===== src/common/ad7124_consts.svh =====
`ifndef AD7124_CONSTS_SVH
`define AD7124_CONSTS_SVH

// ------------------------------------------------------------
// SPI clocking
// ------------------------------------------------------------

// sclk half period lasts (div + 1) spi_clk cycles
`define AD7124_CLK_DIV 24

// mosi level between bytes
`define AD7124_SDO_IDLE 1'b1

// ------------------------------------------------------------
// conversion read sequence
// ------------------------------------------------------------

// comms register write, read of the data register
`define AD7124_RD_DATA_CMD 8'h42

// data bytes clocked in after the command byte
`define AD7124_DATA_BYTES 3

// ------------------------------------------------------------
// sample buffer
// ------------------------------------------------------------

// must stay a power of two, pointers wrap by overflow
`define AD7124_FIFO_DEPTH 8

`endif


===== src/common/ad7124_pkg.sv =====
`default_nettype none

package ad7124_pkg;

    // ------------------------------------------------------------
    // data widths
    // ------------------------------------------------------------

    // one byte on the spi wire
    typedef logic [7:0] spi_byte_t;

    // one conversion result, msb first on the wire
    typedef logic [23:0] sample_t;

    // byte position in a read sequence
    typedef logic [1:0] byte_cnt_t;

    // ------------------------------------------------------------
    // sequencer states
    // ------------------------------------------------------------

    typedef enum logic [1:0] {
        IDLE = 2'd0,
        SEND = 2'd1,
        PUSH = 2'd2
    } seq_state_t;

endpackage

`default_nettype wire


===== src/common/spi_xfer_if.sv =====
`timescale 1ns/1ps
`default_nettype none

interface spi_xfer_if;

    import ad7124_pkg::*;

    // byte request toward the engine
    logic      xfer_valid;
    logic      xfer_ready;
    spi_byte_t tx_byte;

    // byte received while tx_byte was shifted out
    logic      rx_valid;
    spi_byte_t rx_byte;

    modport seq (
        output xfer_valid,
        output tx_byte,
        input  xfer_ready,
        input  rx_valid,
        input  rx_byte
    );

    modport engine (
        input  xfer_valid,
        input  tx_byte,
        output xfer_ready,
        output rx_valid,
        output rx_byte
    );

endinterface

`default_nettype wire


===== src/verilog/drdy_trigger.sv =====
`timescale 1ns/1ps
`default_nettype none

module drdy_trigger (
    input  wire logic spi_clk_i,
    input  wire logic rst_n_i,
    input  wire logic miso_i,
    input  wire logic seq_active_i,
    output logic      trigger_o
);

    // two flop synchronizer plus one history stage
    logic miso_s1;
    logic miso_s2;
    logic miso_s3;
    logic fall_edge;
    logic trigger_q;

    always_ff @(posedge spi_clk_i or negedge rst_n_i) begin
        if (!rst_n_i) begin
            // dout/rdy idles high
            miso_s1 <= 1'b1;
            miso_s2 <= 1'b1;
            miso_s3 <= 1'b1;
        end else begin
            miso_s1 <= miso_i;
            miso_s2 <= miso_s1;
            miso_s3 <= miso_s2;
        end
    end

    // data bits during a read must not look like a new conversion
    assign fall_edge = miso_s3 && !miso_s2 && !seq_active_i;

    always_ff @(posedge spi_clk_i or negedge rst_n_i) begin
        if (!rst_n_i) begin
            trigger_q <= 1'b0;
        end else begin
            trigger_q <= fall_edge;
        end
    end

    assign trigger_o = trigger_q;

    a_trigger_single : assert property (
        @(posedge spi_clk_i) disable iff (!rst_n_i)
        trigger_o |=> !trigger_o
    );

endmodule

`default_nettype wire


===== src/verilog/conv_sequencer.sv =====
`timescale 1ns/1ps
`default_nettype none

`include "ad7124_consts.svh"

module conv_sequencer (
    input  wire logic           spi_clk_i,
    input  wire logic           rst_n_i,
    input  wire logic           trigger_i,
    output logic                seq_active_o,
    spi_xfer_if.seq             xfer,
    output logic                push_valid_o,
    input  wire logic           push_ready_i,
    output ad7124_pkg::sample_t push_data_o
);

    import ad7124_pkg::*;

    localparam byte_cnt_t LAST_BYTE = byte_cnt_t'(`AD7124_DATA_BYTES);

    seq_state_t state;
    // 0 is the command byte, 1..3 carry data
    byte_cnt_t  byte_cnt;
    logic       xfer_valid_q;
    sample_t    sample_q;

    // ------------------------------------------------------------
    // read sequence FSM
    // ------------------------------------------------------------

    always_ff @(posedge spi_clk_i or negedge rst_n_i) begin
        if (!rst_n_i) begin
            state        <= IDLE;
            byte_cnt     <= '0;
            xfer_valid_q <= 1'b0;
        end else begin
            case (state)
                IDLE: begin
                    if (trigger_i) begin
                        state        <= SEND;
                        byte_cnt     <= '0;
                        xfer_valid_q <= 1'b1;
                    end
                end
                SEND: begin
                    if (xfer_valid_q && xfer.xfer_ready) begin
                        xfer_valid_q <= 1'b0;
                    end
                    if (xfer.rx_valid) begin
                        if (byte_cnt == LAST_BYTE) begin
                            state <= PUSH;
                        end else begin
                            byte_cnt     <= byte_cnt + 2'd1;
                            xfer_valid_q <= 1'b1;
                        end
                    end
                end
                PUSH: begin
                    // sample waits here while the fifo is full
                    if (push_ready_i) begin
                        state <= IDLE;
                    end
                end
                default: begin
                    state <= IDLE;
                end
            endcase
        end
    end

    // data bytes arrive msb first
    always_ff @(posedge spi_clk_i) begin
        if (state == SEND && xfer.rx_valid && byte_cnt != '0) begin
            sample_q <= {sample_q[15:0], xfer.rx_byte};
        end
    end

    // byte_cnt only moves on rx_valid, so tx_byte holds until accepted
    assign xfer.xfer_valid = xfer_valid_q;
    assign xfer.tx_byte    = (byte_cnt == '0) ? spi_byte_t'(`AD7124_RD_DATA_CMD) : '0;

    assign seq_active_o = (state != IDLE);
    assign push_valid_o = (state == PUSH);
    assign push_data_o  = sample_q;

    a_push_hold : assert property (
        @(posedge spi_clk_i) disable iff (!rst_n_i)
        push_valid_o && !push_ready_i |=> push_valid_o && $stable(push_data_o)
    );

endmodule

`default_nettype wire


===== src/spi_exec/spi_byte_engine.sv =====
`timescale 1ns/1ps
`default_nettype none

`include "ad7124_consts.svh"

module spi_byte_engine (
    input  wire logic spi_clk_i,
    input  wire logic rst_n_i,
    spi_xfer_if.engine xfer,
    output logic      sclk_o,
    output logic      mosi_o,
    input  wire logic miso_i
);

    import ad7124_pkg::*;

    localparam logic [4:0] DIV_LAST = 5'(`AD7124_CLK_DIV);

    logic       busy;
    logic [4:0] div_cnt;
    // 16 half periods per byte, even = sclk low
    logic [3:0] half_cnt;
    logic       half_done;
    logic       accept;
    logic       sclk_q;
    logic       mosi_q;
    logic       rx_valid_q;
    spi_byte_t  tx_sh;
    spi_byte_t  rx_sh;

    assign accept    = xfer.xfer_valid && !busy;
    assign half_done = busy && (div_cnt == DIV_LAST);

    // ------------------------------------------------------------
    // clock divider and bit timing
    // ------------------------------------------------------------

    always_ff @(posedge spi_clk_i or negedge rst_n_i) begin
        if (!rst_n_i) begin
            busy       <= 1'b0;
            div_cnt    <= '0;
            half_cnt   <= '0;
            sclk_q     <= 1'b1;
            mosi_q     <= `AD7124_SDO_IDLE;
            rx_valid_q <= 1'b0;
        end else begin
            rx_valid_q <= 1'b0;
            if (accept) begin
                // mode 3, first falling edge puts out the msb
                busy     <= 1'b1;
                div_cnt  <= '0;
                half_cnt <= '0;
                sclk_q   <= 1'b0;
                mosi_q   <= xfer.tx_byte[7];
            end else if (half_done) begin
                div_cnt  <= '0;
                half_cnt <= half_cnt + 4'd1;
                if (!half_cnt[0]) begin
                    sclk_q <= 1'b1;
                end else if (half_cnt == 4'd15) begin
                    // last high phase over, sclk already idles high
                    busy       <= 1'b0;
                    rx_valid_q <= 1'b1;
                    mosi_q     <= `AD7124_SDO_IDLE;
                end else begin
                    sclk_q <= 1'b0;
                    mosi_q <= tx_sh[7];
                end
            end else if (busy) begin
                div_cnt <= div_cnt + 5'd1;
            end
        end
    end

    // ------------------------------------------------------------
    // shift registers
    // ------------------------------------------------------------

    always_ff @(posedge spi_clk_i) begin
        if (accept) begin
            tx_sh <= {xfer.tx_byte[6:0], 1'b0};
        end else if (half_done && half_cnt[0]) begin
            tx_sh <= {tx_sh[6:0], 1'b0};
        end
        // miso sampled on rising sclk
        if (half_done && !half_cnt[0]) begin
            rx_sh <= {rx_sh[6:0], miso_i};
        end
    end

    assign xfer.xfer_ready = !busy;
    assign xfer.rx_valid   = rx_valid_q;
    assign xfer.rx_byte    = rx_sh;

    assign sclk_o = sclk_q;
    assign mosi_o = mosi_q;

    // no byte may start with sclk parked low
    a_sclk_idle_high : assert property (
        @(posedge spi_clk_i) disable iff (!rst_n_i)
        xfer.xfer_ready |-> sclk_o
    );

endmodule

`default_nettype wire


===== src/verilog/sample_fifo.sv =====
`timescale 1ns/1ps
`default_nettype none

`include "ad7124_consts.svh"

module sample_fifo (
    input  wire logic                 spi_clk_i,
    input  wire logic                 rst_n_i,
    input  wire logic                 push_valid_i,
    output logic                      push_ready_o,
    input  wire ad7124_pkg::sample_t  push_data_i,
    output logic                      data_valid_o,
    input  wire logic                 data_ready_i,
    output ad7124_pkg::sample_t       data_o
);

    import ad7124_pkg::*;

    localparam int ADDR_W = $clog2(`AD7124_FIFO_DEPTH);
    localparam int CNT_W  = ADDR_W + 1;
    localparam logic [CNT_W-1:0] DEPTH_C = CNT_W'(`AD7124_FIFO_DEPTH);

    sample_t           mem [`AD7124_FIFO_DEPTH];
    logic [ADDR_W-1:0] wr_ptr;
    logic [ADDR_W-1:0] rd_ptr;
    logic [CNT_W-1:0]  count;
    logic              do_push;
    logic              do_pop;

    assign push_ready_o = (count != DEPTH_C);
    assign data_valid_o = (count != '0);

    assign do_push = push_valid_i && push_ready_o;
    assign do_pop  = data_valid_o && data_ready_i;

    // ------------------------------------------------------------
    // pointers and fill level
    // ------------------------------------------------------------

    always_ff @(posedge spi_clk_i or negedge rst_n_i) begin
        if (!rst_n_i) begin
            wr_ptr <= '0;
            rd_ptr <= '0;
            count  <= '0;
        end else begin
            if (do_push) begin
                wr_ptr <= wr_ptr + 1'b1;
            end
            if (do_pop) begin
                rd_ptr <= rd_ptr + 1'b1;
            end
            if (do_push && !do_pop) begin
                count <= count + 1'b1;
            end else if (do_pop && !do_push) begin
                count <= count - 1'b1;
            end
        end
    end

    always_ff @(posedge spi_clk_i) begin
        if (do_push) begin
            mem[wr_ptr] <= push_data_i;
        end
    end

    // first word fall through, head entry shown directly
    assign data_o = mem[rd_ptr];

    a_count_bound : assert property (
        @(posedge spi_clk_i) disable iff (!rst_n_i)
        count <= DEPTH_C
    );

endmodule

`default_nettype wire


===== src/verilog/ad7124_channel.sv =====
`timescale 1ns/1ps
`default_nettype none

module ad7124_channel (
    input  wire logic                spi_clk_i,
    input  wire logic                rst_n_i,
    // sample stream
    output logic                     data_valid_o,
    input  wire logic                data_ready_i,
    output ad7124_pkg::sample_t      data_o,
    // spi pins
    output logic                     sclk_o,
    output logic                     mosi_o,
    output logic                     cs_n_o,
    input  wire logic                miso_i
);

    import ad7124_pkg::*;

    logic    trigger;
    logic    seq_active;

    // sequencer to fifo
    logic    push_valid;
    logic    push_ready;
    sample_t push_data;

    spi_xfer_if xfer_if ();

    // single adc, chip select held low so dout/rdy stays visible
    assign cs_n_o = 1'b0;

    drdy_trigger i_drdy_trigger (
        .spi_clk_i    (spi_clk_i ),
        .rst_n_i      (rst_n_i   ),
        .miso_i       (miso_i    ),
        .seq_active_i (seq_active),
        .trigger_o    (trigger   )
    );

    conv_sequencer i_conv_sequencer (
        .spi_clk_i    (spi_clk_i ),
        .rst_n_i      (rst_n_i   ),
        .trigger_i    (trigger   ),
        .seq_active_o (seq_active),
        .xfer         (xfer_if   ),
        .push_valid_o (push_valid),
        .push_ready_i (push_ready),
        .push_data_o  (push_data )
    );

    spi_byte_engine i_spi_byte_engine (
        .spi_clk_i (spi_clk_i),
        .rst_n_i   (rst_n_i  ),
        .xfer      (xfer_if  ),
        .sclk_o    (sclk_o   ),
        .mosi_o    (mosi_o   ),
        .miso_i    (miso_i   )
    );

    sample_fifo i_sample_fifo (
        .spi_clk_i    (spi_clk_i   ),
        .rst_n_i      (rst_n_i     ),
        .push_valid_i (push_valid  ),
        .push_ready_o (push_ready  ),
        .push_data_i  (push_data   ),
        .data_valid_o (data_valid_o),
        .data_ready_i (data_ready_i),
        .data_o       (data_o      )
    );

endmodule

`default_nettype wire


===== config.mk =====
export PLATFORM = sky130hd
export DESIGN_NAME = ad7124_channel
export DESIGN_NICKNAME = d
export VERILOG_FILES = /design/src/common/ad7124_pkg.sv /design/src/common/spi_xfer_if.sv /design/src/verilog/drdy_trigger.sv /design/src/verilog/conv_sequencer.sv /design/src/spi_exec/spi_byte_engine.sv /design/src/verilog/sample_fifo.sv /design/src/verilog/ad7124_channel.sv
export VERILOG_INCLUDE_DIRS = /design/src /design/src/common
export SDC_FILE = /design/constraint.sdc
export NUM_CORES = 1
export LEC_CHECK = 0
export BUFFER_PORTS_ARGS = -buffer_cell sky130_fd_sc_hd__buf_2
export CAP_MARGIN = 20
export CORE_ASPECT_RATIO = 1.1
export CORE_UTILIZATION = 25
export CTS_BUF_LIST = sky130_fd_sc_hd__clkbuf_8
export DETAILED_ROUTE_END_ITERATION = 12
export GPL_ROUTABILITY_DRIVEN = 0
export PLACE_DENSITY = 0.51
export SYNTH_ARGS = -nofsm -noshare
export SYNTH_HDL_FRONTEND = slang
export SYNTH_HIERARCHICAL = 1
export SYNTH_SLANG_ARGS = --single-unit

===== constraint.sdc =====
create_clock -name spi_clk_i -period 3.52 [get_ports spi_clk_i]
set_input_delay 0.176 -clock spi_clk_i [delete_from_list [all_inputs] [get_ports spi_clk_i]]
set_output_delay 0.176 -clock spi_clk_i [all_outputs]
set_load 0.005 [all_outputs]

Yosys cells after proc, flatten, opt, wreduce, memory -nomap -nowiden
Memories as Yosys holds them, arrays and structs flattened.
Cells that the tools add are included.
{"block": "totals", "ff_bits": 71, "latch_bits": 0, "mem_bits_rw": 192, "mem_bits_ro": 0, "input_bits": 4, "output_inout_bits": 28, "elab_cells": 117, "memories": 1}
{"block": "op_classes", "addsub": 7, "n_mul": 0, "div": 0, "n_lt_le_gt_ge": 0, "n_eq_ne": 12, "n_shift": 0, "mux": 42, "bitwise": 0, "reduce_logical": 36}
{"memory": "i_sample_fifo.mem", "words": 8, "word_bits": 24, "read_ports": 1, "rd_ports_with_merged_regs": 0, "wr": 1, "line_no": "sample_fifo.sv:23", "rtl": "sample_t mem [`AD7124_FIFO_DEPTH];"}
{"operator": "$mux 1", "count": 22}
{"operator": "$mux 4", "count": 4}
{"operator": "$mux 8", "count": 2}
{"operator": "$reduce_bool 2->1", "count": 8}
{"operator": "$mux 5", "count": 3}
{"operator": "$mux 2", "count": 7}
{"operator": "$logic_and 1x1->1", "count": 12}
{"operator": "$add 4x1->4 const B", "count": 2}
{"operator": "$reduce_and 4->1", "count": 2}
{"operator": "$mux 7", "count": 1}
{"operator": "$add 3x1->3 const B", "count": 2}
{"operator": "$logic_not 1->1", "count": 6}
{"operator": "$ne 2x2->1 const B", "count": 3}
{"operator": "$pmux 2 s3", "count": 1}
{"operator": "$reduce_and 2->1", "count": 3}
{"operator": "$add 5x1->5 const B", "count": 1}
{"operator": "$eq 5x5->1 const B", "count": 1}
{"operator": "$eq 2x2->1 const B", "count": 2}
{"operator": "$eq 4x4->1 const B", "count": 1}
{"operator": "$logic_not 2->1", "count": 2}
{"operator": "$ne 2x1->1 const B", "count": 2}
{"operator": "$ne 4x4->1 const B", "count": 1}
{"operator": "$pmux 2 s2", "count": 1}
{"operator": "$reduce_bool 4->1", "count": 1}
{"operator": "other kinds (7)", "count": 7}

Longest topological paths before layout
Gate-level depths: netlist (run 1).
{"block": "logic_depth", "ltp_word": 6, "depth_mapped": 10, "mapped_depth_nobuf": 9}

Modules after synthesis
The synthesis (run 1) kept the hierarchy.
{"module": "sample_fifo", "instances": 1, "cells_per_inst": 340, "area_per_inst_um2": 7880.1, "seq_area_each_um2": 6015.8}
{"module": "spi_byte_engine", "instances": 1, "cells_per_inst": 103, "area_per_inst_um2": 1228.7, "seq_area_each_um2": 778.2}
{"module": "conv_sequencer", "instances": 1, "cells_per_inst": 62, "area_per_inst_um2": 1066.0, "seq_area_each_um2": 845.8}
{"module": "drdy_trigger", "instances": 1, "cells_per_inst": 5, "area_per_inst_um2": 116.4, "seq_area_each_um2": 103.8}
{"module": "ad7124_channel", "instances": 1, "cells_per_inst": 2, "area_per_inst_um2": 11.3, "seq_area_each_um2": 0.0}

Worst setup path before layout (run 1)
No wires, ideal clock.
{"block": "synth_timing", "kind": "register to register", "startpoint": "register i_conv_sequencer.state[0]", "endpoint": "memory i_sample_fifo/mem[0][0] (netlist bit) (enable)", "setup_time_ps": 466, "arrival_time_ps": 3191, "required_time_ps": 3054, "path_slack_ps": -136, "path_stages_with_launch": 5, "n_path_buf": 1, "synth_period_minus_slack_ps": 3656, "cell_sequence": "dfrtp_1 -> buf_2 -> nor2b_1 -> nand2_2 -> nor4_1"}
{"block": "synth_between", "elab_chain_len": 4}
{"element": "start, declared", "line_no": "conv_sequencer.sv:21", "rtl": "seq_state_t state;"}
{"element": "start signal, assigned", "line_no": "conv_sequencer.sv:33", "rtl": "state <= IDLE;"}
{"element": "start signal, assigned", "line_no": "conv_sequencer.sv:40", "rtl": "state <= SEND;"}
{"element": "start signal, assigned", "line_no": "conv_sequencer.sv:51", "rtl": "state <= PUSH;"}
{"element": "$eq 2x2->1", "line_no": "conv_sequencer.sv:83", "rtl": "assign push_valid_o = (state == PUSH);"}
{"element": "named net push_valid", "line_no": "ad7124_channel.sv:24", "rtl": "logic push_valid;"}
{"element": "$logic_and 1x1->1", "line_no": "sample_fifo.sv:33", "rtl": "assign do_push = push_valid_i && push_ready_o;"}
{"element": "$mux 1", "line_no": "sample_fifo.sv:61", "rtl": "if (do_push) begin"}
{"element": "$mux 1 (not written as such)", "line_no": "sample_fifo.sv:62", "rtl": "mem[wr_ptr] <= push_data_i;"}
{"element": "end, declared", "line_no": "sample_fifo.sv:23"}
The timed path passes the listed nets, and every way through them passes these cells.

Worst setup path in the final report (run 1)
{"block": "layout_timing", "startpoint": "register i_sample_fifo.count[0]", "endpoint": "register i_sample_fifo.count[3]"}
{"block": "layout_between", "elab_chain_len": 5, "word_cells_on_any_way": 13, "classes_between": "2 x add/sub; 1 x eq/ne; 2 x mux; 8 x reduce/logical"}
{"element": "start, declared", "line_no": "sample_fifo.sv:26", "rtl": "logic [CNT_W-1:0] count;"}
{"element": "start signal, assigned", "line_no": "sample_fifo.sv:53", "rtl": "count <= count + 1'b1;"}
{"element": "start signal, assigned", "line_no": "sample_fifo.sv:55", "rtl": "count <= count - 1'b1;"}
{"element": "$ne 4x4->1 (*)", "line_no": "sample_fifo.sv:30", "rtl": "assign push_ready_o = (count != DEPTH_C);"}
{"element": "named net push_ready", "line_no": "ad7124_channel.sv:25", "rtl": "logic push_ready;"}
{"element": "$logic_and 1x1->1 (*)", "line_no": "sample_fifo.sv:33"}
{"element": "named net i_sample_fifo.do_push", "line_no": "sample_fifo.sv:27", "rtl": "logic do_push;"}
{"element": "$logic_not 1->1", "line_no": "sample_fifo.sv:54", "rtl": "end else if (do_pop && !do_push) begin"}
{"element": "$logic_and 1x1->1", "line_no": "sample_fifo.sv:54"}
{"element": "$reduce_bool 2->1 (no line)"}
The timed path passes the listed nets; every way through them passes the cells marked *. The select of a mux whose other input is x is not followed.
A chain may end at the register's enable or synchronous reset.

==> results.tsv, run 1 <==
stage	metric	value	unit
clock_tree	numCtsBuffers	45	
setup_path	required	3930	ps
place	dp_hpwl	12100	microns
global_routing	gr-total-overflow	0	
synthesis	yosysWarnings	6	
synthesis	muxShareOfSynthArea	14.2	%
synthesis	synth-xor-area-share	0.680	%
cells_and_area	num_antenna_cells	0	
synthesis	synthArstFlopShare	12.2	%
sta	max_freq	0.331	GHz
sta	report.final.slew_viol_count	0	
sta	fin_crit_sh	85.7	%
cells_and_area	final_area	11900	sq um
sta	setup_ws	503	ps
sta	finalClockSkew	31.5	ps
run	cap_viol_max_count	0	
global_routing	grt_pass1_vias	5358	
synthesis	synth_most_common_cell	edfxtp_1	
sta	fin_hold_ws	233	ps
synthesis	synth_top_family_by_area	multiplexers	
die	ios	32	
synthesis	synth_top_area_share	67.3	%
clock_tree	cts_buffer_depth	3	
global_routing	grt_max_degree	51	
global_routing	grt_pass1_wl	32000	microns
cells_and_area	fin_nets	597	
clock_tree	root_buffer	clkbuf_8	
place	dpl_cell_area	11100	sq um
synthesis	ys_top_cells_by_area	edfxtp_1 67%, mux4_2 10%, dfrtp_1 6.6%, mux2_2 2.0%, mux2_4 1.5%	
sta	rsz0062_at_grt	false	
synthesis	synthSimpleGateAreaFrac	4.24	%
die	fp.dieH	215	microns
pwr	design_power_total	6.10	mW
die	die_x	196	microns
route	vias	4883	
synthesis	synth-compound-area-share	1.94	%
worst_hold_path	hold_class	primary input to async pin	
setup_path	start_kind	register	
route	drt_wl_total	20500	microns
pwr	ir_worst_vdd	0.308	mV
die	core	40400	sq um
synthesis	synth_fa_ha_area_share	1.41	%
synthesis	seq_area_frac_synth	75.2	%
pwr	p_int	4.73	mW
sta	setup_viol	0	
synthesis	syn_avg_cell_area	20.1	sq um
pwr	p_sw	1.37	mW
clock_tree	clkTransAtPathRegs	70	ps
sta	fin_setup_tns	0	ps
setup_path	path_class	register to register	
synthesis	synth_seq_cells	263	
die	start_util	25.5	%
pwr	comb_power_share	3.8	%
synthesis	synthesis.area	10300	sq um
place	dp.cells	1045	
clock_tree	postCtsSetupBuffers	0	
synthesis	yosysTopAreaCell	edfxtp_1	
clock_tree	h-tree-depth	2	
route	drtPass1Iterations	4	
cells_and_area	final_core_util	29.5	%
clock_tree	hold_buffers	3	
global_routing	track_usage	10.1	%
synthesis	synth_ff_type	edfxtp_1	
cells_and_area	drive_gt1_share	31.2	%
pwr	seqPwrFrac	57.7	%
cells_and_area	area_delta_synth_final	15.6	%
clock_tree	clock-sinks	263	
route	vias_per_cell	4.33	
synthesis	synth_cells	512	
pwr	p_sw_share	22.5	%
place	port_buffers	30	
setup_path	worstPathArrival	3430	ps
synthesis	synth_edf_count	231	
synthesis	ys_types	56	
status	status	completed	
pwr	powerDensity	512	nW/um^2
pwr	cellLeakagePower	3.95	nW
setup_path	end_kind	register	
setup_path	cp_max_fo	7	
die	dieArea	42000	sq um
sta	fin_crit	3020	ps
cells_and_area	stdcell_count	1128	
synthesis	synth_common_cells	231 x edfxtp_1, 48 x mux4_2, 27 x dfrtp_1	
global_routing	antenna_found_initial	0	
setup_path	r2r_cells	9	
die	placementRows	77	
clock_tree	cts_resized	0	
sta	tightest_slew	969	ps
route	first_iter_violations	320	
clock_tree	cts_tree	built	
sta	max_slew_margin	34.7	%
place	place_ws	532	ps
route	drcViolationCount	0	
clock_tree	insertion_delay	550	ps
route	wire_per_inst	18.2	microns
route	ant_nets	0	
pwr	clkPwrFrac	38.5	%
sta	hold_viol	0	
power groups by stage:
stage          sequential [mW]  combinational [mW]  clock [mW]
4_1_cts                   3.52               0.229        2.43
6_report                  3.52               0.230        2.35
5_1_grt                   3.53               0.264        2.59
3_3_place_gp              3.57               0.210           0
2_1_floorplan             3.55               0.178           0
3_5_place_dp              3.58               0.222           0
placed cells by master (no fill, tap or decap), drive strengths merged, types with 5 or more instances in the layout:
master and instances:
edfxtp 231, mux4 48, clkbuf 45, buf 43
inv 30, mux2 28, nand2 27, dfrtp 27
clkinv 14, nor2 13, ha 10, conb 7
nand3 7, o21ai 7, nor3 7, nand2b 6
xnor2 6, a21oi 5, dfstp 5
cells by family after synthesis:
kind of cell / count (synthesis)
other cells: 2
simple gates: 82
fa+ha+maj: 11
compound gates: 28
buf+inv: 39
flops: 263
xor+xnor: 8
mux: 79
registers in the layout, indices dropped and copies added, names as in the netlist, 3 cells and up:
register                        count
i_sample_fifo/mem                 192
i_conv_sequencer/push_data_o       24
i_spi_byte_engine/xfer.rx_byte      8
i_spi_byte_engine/tx_sh             7
i_spi_byte_engine/div_cnt           5
i_sample_fifo/count                 4
i_spi_byte_engine/half_cnt          4
i_sample_fifo/rd_ptr                3
i_sample_fifo/wr_ptr                3
worst max-delay path: stages, from the launching register on:
cell	delay, ps
dfrtp_1	460
or4b_1	600
nand2_2	220
inv_1	70
ha_1	280
inv_1	170
ha_1	320
or4_1	550
o211ai_1	110
o211ai_1	110
layer usage:
metal  wire length, microns  vias up  track usage [%]
met1                   8600     2562             11.9
met5                      0        -                0
met2                  10700       96             18.0
met4                    471        0             3.39
met3                    727       43             2.04
li1                       -     2182                -
cell type report:
cell class                      instances  area [sq um]
Inverter                               11          41.3
Clock inverter                         35           144
Fill cell                            3897         28500
Multi-Input combinational cell        215          2390
Timing Repair Buffer                   46           328
Sequential cell                       263          7750
Tap cell                              513           642
Clock buffer                           45           619
path summary, 6_finish.rpt:
kind / start / end / slack (ps)
min in group spi_clk_i: miso_i / i_drdy_trigger/miso_s1 / 310
setup reg to reg: i_sample_fifo/count[0] / i_sample_fifo/count[3] / 500
hold / removal: rst_n_i / i_spi_byte_engine/div_cnt[4] / 230
max in group asynchronous: rst_n_i / i_sample_fifo/rd_ptr[0] / 2720
setup / recovery: i_sample_fifo/count[0] / i_sample_fifo/count[3] / 500
hold reg to reg: i_drdy_trigger/miso_s1 / i_drdy_trigger/miso_s2 / 360
Note: power is estimated with default switching activity, not from simulation.
==> inputs of run 2 (changes only) <==
Settings changed: CORE_ASPECT_RATIO 1.1 to 0.5.
Clock period 3.52 ns to 2.52 ns, I/O delays scaled along.
==> results.tsv, run 2 (same netlist as run 1, synthesis figures left out) <==
stage	metric	value	unit	change
run	cap_viol_max_count	0		unchanged
route	vias	4898		+0.31%
clock_tree	root_buffer	clkbuf_8		
cells_and_area	drive_gt1_share	35.0	%	+3.7 points
place	port_buffers	30		unchanged
route	drtPass1Iterations	4		unchanged
pwr	p_int	6.60	mW	+40%
cells_and_area	layout_commonest_cell	edfxtp_1		
sta	max_slew_margin	51.2	%	+16 points
pwr	p_sw_share	22.4	%	-0.15 points
setup_path	path_class	register to register		
die	core	40500	sq um	+0.41%
global_routing	grt_pass1_wl	31200	microns	-2.6%
global_routing	antenna_found_initial	0		unchanged
setup_path	required	2930	ps	-1000 ps
sta	report.final.slew_viol_count	0		unchanged
worst_hold_path	hold_class	primary input to async pin		
route	vias_per_cell	4.17		-3.7%
status	status	completed		
sta	max_freq	0.409	GHz	+23%
setup_path	cp_max_fo	5		-2
route	drcViolationCount	0		unchanged
die	dieArea	42100	sq um	+0.11%
die	ios	32		unchanged
sta	fin_crit_sh	97.1	%	+11 points
clock_tree	clkTransAtPathRegs	60	ps	about the same
pwr	powerDensity	695	nW/um^2	+36%
sta	fin_hold_ws	175	ps	-57.6 ps
die	die_x	289	microns	+48%
cells_and_area	area_delta_synth_final	18.7	%	
clock_tree	h-tree-depth	2		unchanged
cells_and_area	num_antenna_cells	0		unchanged
pwr	comb_power_share	3.6	%	-0.2 points
clock_tree	clock-sinks	263		unchanged
sta	hold_viol	0		unchanged
cells_and_area	fin_nets	617		+3.4%
global_routing	grt_pass1_vias	5396		+0.71%
cells_and_area	fill_cells	3944		+1.2%
route	first_iter_violations	235		-27%
sta	fin_crit	2450	ps	-570 ps
setup_path	start_kind	register		
route	ant_nets	0		unchanged
global_routing	grt_max_degree	33		-35%
cells_and_area	largest_register	i_sample_fifo/mem		
sta	fin_setup_tns	0	ps	unchanged
clock_tree	insertion_delay	550	ps	about the same
pwr	seqPwrFrac	57.8	%	about the same
die	placementRows	52		-32%
cells_and_area	largest_reg_flops	192		unchanged
sta	setup_viol	0		unchanged
setup_path	end_kind	register		
clock_tree	cts_tree	built		
pwr	p_sw	1.90	mW	+38%
setup_path	worstPathArrival	2860	ps	-570 ps
sta	rsz0062_at_grt	false		
pwr	cellLeakagePower	4.07	nW	+3.0%
pwr	ir_worst_vdd	0.284	mV	-7.8%
route	wire_per_inst	16.8	microns	-7.4%
sta	tightest_slew	732	ps	-237 ps
pwr	clkPwrFrac	38.6	%	about the same
clock_tree	cts_buffer_depth	3		unchanged
global_routing	gr-total-overflow	0		unchanged
sta	finalClockSkew	51.3	ps	+19.8 ps
die	fp.dieH	146	microns	-32%
clock_tree	numCtsBuffers	42		-6.7%
die	start_util	25.4	%	-0.10 points
route	drt_wl_total	19800	microns	-3.6%
global_routing	track_usage	9.61	%	-0.44 points
cells_and_area	most-common-layout-cells	231 x edfxtp_1, 48 x mux4_2, 45 x clkbuf_8, 30 x buf_2, 27 x buf_4		
place	dp_hpwl	11200	microns	-7.0%
-- run 2: changes by cell type in the layout (fill, tap and decap cells not counted), sizes merged --
cell / previous run / this run
clkinvlp: 2 / 1
inv: 30 / 25
buf: 43 / 66
clkinv: 14 / 17
-- run 2: area by class of cell --
| type | instances | area (sq um) | share of cell area [%] |
|---|---|---|---|
| Tap cell | 540 | 676 | 5.52 |
| Clock buffer | 45 | 619 | 5.06 |
| Timing Repair Buffer | 69 | 563 | 4.60 |
| Sequential cell | 263 | 7750 | 63.3 |
| Inverter | 11 | 43.8 | 0.358 |
| Clock inverter | 32 | 141 | 1.16 |
| Multi-Input combinational cell | 215 | 2440 | 20.0 |
-- run 2: final timing paths --
path	cells after the start	from	slack, ps	to
setup / recovery	9	i_sample_fifo/count[2]	70	i_sample_fifo/count[3]
hold / removal	2	rst_n_i	180	i_spi_byte_engine/div_cnt[3]
setup reg to reg	9	i_sample_fifo/count[2]	70	i_sample_fifo/count[3]
hold reg to reg	0	i_drdy_trigger/miso_s1	350	i_drdy_trigger/miso_s2
max in group asynchronous	2	rst_n_i	1790	i_sample_fifo/rd_ptr[0]
min in group spi_clk_i	2	miso_i	260	i_drdy_trigger/miso_s1
-- run 2: worst max-delay path, stage by stage, from the launching register on --
cell and delay [ps]:
dfrtp_1 390, or4b_4 550, nand2_2 80, inv_1 60, ha_4 180, inv_4 60
ha_4 210, or4_4 530, o211ai_1 110, o211ai_1 140
-- run 2: power groups by stage --
stage	Sequential, mW	Combinational, mW	Clock (mW)
after global routing	4.92	0.358	3.61
after floorplan	4.96	0.248	0
final	4.91	0.309	3.28
after global placement	5.00	0.300	0
after CTS	4.91	0.316	3.41
after detailed placement	5.00	0.312	0
-- run 2: per-layer routing --
metal  up-vias  track usage, %  share of wire [%]
met5         -               0                  0
met4         0            3.03                1.9
met3        34            1.88                2.8
met2        59            16.4                 51
met1      2574            12.3                 45
li1       2231               -                  -
-- run 2: what timing repair did --
| action | in CTS | in global routing |
|---|---|---|
| pin swaps | 0 | 4 |
| endpoints found under the setup margin | 19 | 1 |
| gates cloned | 0 | 0 |
| endpoints found under the hold margin | 31 | 0 |
| gates resized for setup | 1 | 5 |
| buffers inserted | 4 | 4 |
| hold buffers | 3 | 0 |
-- run 2: metrics by stage --
step / instances / power [mW] / setup slack [ps] / utilization, % / area [sq um]
2_1_floorplan: 517 / 5.21 / -517 / - / 10400
3_3_place_gp: 1087 / 5.30 / 85.9 / 28.0 / 11400
3_5_place_dp: 1087 / 5.31 / -5.01 / 28.0 / 11400
4_1_cts: 1171 / 8.63 / 17.7 / 30.0 / 12200
5_1_grt: 1175 / 8.89 / 2.24 / 30.2 / 12200
6_report: 1175 / 8.50 / 73.2 / 30.2 / 12200
==> inputs of run 3 (changes only) <==
Settings changed: CORE_ASPECT_RATIO 0.5 to 1.2, CORE_UTILIZATION 25 to 52, PLACE_DENSITY 0.51 to 0.82.
==> results.tsv, run 3 (same netlist as run 1, synthesis figures left out) <==
stage	metric	value	unit	change
clock_tree	root_buffer	clkbuf_8		
sta	setup_viol	0		unchanged
global_routing	track_usage	19.4	%	+9.8 points
clock_tree	cts_tree	built		
cells_and_area	fin_nets	611		-0.97%
die	core	19500	sq um	-52%
setup_path	path_cells	or4b_4 > nand2_2 > inv_1 > ha_4 > inv_4 > ha_4 > or4_1 > o211ai_1 > o211ai_1		
cells_and_area	largest_reg_flops	192		unchanged
global_routing	grt_pass1_vias	5339		-1.1%
sta	fin_hold_ws	178	ps	+2.28 ps
sta	report.final.slew_viol_count	0		unchanged
clock_tree	h-tree-depth	2		unchanged
run	cap_viol_max_count	0		unchanged
sta	fin_crit_sh	97.8	%	+0.67 points
cells_and_area	fill_cells	1398		-65%
clock_tree	clkTransAtPathRegs	60	ps	about the same
cells_and_area	most-common-layout-cells	231 x edfxtp_1, 48 x mux4_2, 43 x clkbuf_8, 30 x buf_2, 29 x buf_4		
global_routing	gr-total-overflow	0		unchanged
route	wire_per_inst	21.1	microns	+26%
clock_tree	insertion_delay	540	ps	about the same
setup_path	required	2920	ps	about the same
sta	rsz0062_at_grt	true		
sta	finalClockSkew	29.6	ps	-21.7 ps
route	drt_wl_total	18700	microns	-5.3%
sta	tightest_slew	718	ps	-13.9 ps
sta	hold_viol	0		unchanged
clock_tree	postCtsSetupBuffers	0		-4
die	placementRows	56		+7.7%
route	ant_nets	0		unchanged
place	place_ws	-24.5	ps	-19.5 ps
sta	max_freq	0.406	GHz	-0.68%
sta	max_slew_margin	52.1	%	+0.93 points
pwr	cellLeakagePower	4.02	nW	-1.2%
route	drcViolationCount	0		unchanged
global_routing	grt_pass1_wl	28800	microns	-7.5%
sta	setup_ws	56.5	ps	-16.8 ps
route	vias	5002		+2.1%
worst_hold_path	hold_class	primary input to async pin		
setup_path	cp_max_fo	6		+1
route	first_iter_violations	396		+69%
die	dieArea	20400	sq um	-52%
route	drtPass1Iterations	4		unchanged
die	start_util	52.9	%	+27 points
global_routing	antenna_found_initial	0		unchanged
die	ios	32		unchanged
pwr	clkPwrFrac	37.9	%	-0.7 points
setup_path	start_kind	register		
clock_tree	cts_buffer_depth	3		unchanged
setup_path	path_class	register to register		
sta	fin_setup_tns	0	ps	unchanged
sta	fin_crit	2460	ps	+16.8 ps
setup_path	cpMaxStageDelayCell	or4b_4		
setup_path	max_stage_delay	550	ps	about the same
cells_and_area	area_delta_synth_final	13.9	%	
pwr	p_sw	1.81	mW	-5.0%
die	fp.dieH	156	microns	+7.3%
pwr	comb_power_share	3.7	%	about the same
pwr	seqPwrFrac	58.3	%	+0.5 points
pwr	ir_worst_vdd	0.473	mV	+67%
die	die_x	130	microns	-55%
route	vias_per_cell	5.65		+35%
setup_path	cp_top_family	simple AND/OR/NAND/NOR gates		
cells_and_area	num_antenna_cells	0		unchanged
cells_and_area	layout_commonest_cell	edfxtp_1		
cells_and_area	largest_register	i_sample_fifo/mem		
cells_and_area	drive_gt1_share	33.9	%	-1.0 points
place	dp_hpwl	11100	microns	-1.0%
pwr	p_sw_share	21.4	%	-0.92 points
pwr	powerDensity	718	nW/um^2	+3.2%
setup_path	worstPathArrival	2870	ps	about the same
clock_tree	clock-sinks	263		unchanged
cells_and_area	final_core_util	60.3	%	+30 points
status	status	completed		
pwr	p_int	6.62	mW	+0.25%
setup_path	end_kind	register		
setup_path	cp_num_buf_inv	2		unchanged
global_routing	grt_max_degree	49		+48%
place	port_buffers	30		unchanged
clock_tree	numCtsBuffers	41		-2.4%
run 3: cell count changes in the layout (fill, tap and decap cells not counted), sizes merged:
cell	change
bufinv	+1
clkbuf	-1
clkinv	-5
buf	-6
inv	+1
run 3: area by class of cell:
type	count	area (sq um)	share of cell area [%]
Sequential cell	263	7750	66.0
Multi-Input combinational cell	215	2440	20.8
Clock buffer	43	592	5.04
Timing Repair Buffer	64	450	3.84
Tap cell	261	327	2.78
Clock inverter	29	141	1.20
Inverter	11	43.8	0.373
run 3: worst paths after layout:
check | from | to | slack (ps) | cells after the start
setup / recovery | i_sample_fifo/count[1] | i_sample_fifo/count[3] | 60 | 9
hold / removal | rst_n_i | i_spi_byte_engine/half_cnt[3] | 180 | 2
setup reg to reg | i_sample_fifo/count[1] | i_sample_fifo/count[3] | 60 | 9
hold reg to reg | i_drdy_trigger/miso_s1 | i_drdy_trigger/miso_s2 | 350 | 0
max in group asynchronous | rst_n_i | i_sample_fifo/rd_ptr[0] | 1830 | 2
min in group spi_clk_i | miso_i | i_drdy_trigger/miso_s1 | 270 | 2
run 3: what timing repair did:
action | CTS | global route
pin swaps | 0 | 1
endpoints found under the setup margin | 1 | 21
hold buffers | 3 | 0
gates resized for setup | 1 | 5
endpoints found under the hold margin | 31 | 0
cloned | 0 | 1
run 3: power by group through the flow:
stage / registers (mW) / clock network [mW] / logic, mW
after global routing: 4.92 / 3.48 / 0.360
after CTS: 4.91 / 3.28 / 0.317
after global placement: 4.99 / 0 / 0.291
after floorplan: 4.96 / 0 / 0.248
after detailed placement: 4.99 / 0 / 0.311
final: 4.91 / 3.20 / 0.314
run 3: routing by layer:
layer	share of wire, %	global-route usage, %
met5	0	0
met4	2.2	6.90
met3	5.4	4.77
met2	53	32.8
met1	40	24.3
run 3: through the flow:
stage	total power [mW]	area [sq um]	instances
6_report	8.42	11700	886
5_1_grt	8.77	11700	886
4_1_cts	8.51	11700	885
3_5_place_dp	5.31	10900	810
3_3_place_gp	5.28	10900	810
2_1_floorplan	5.21	10400	517
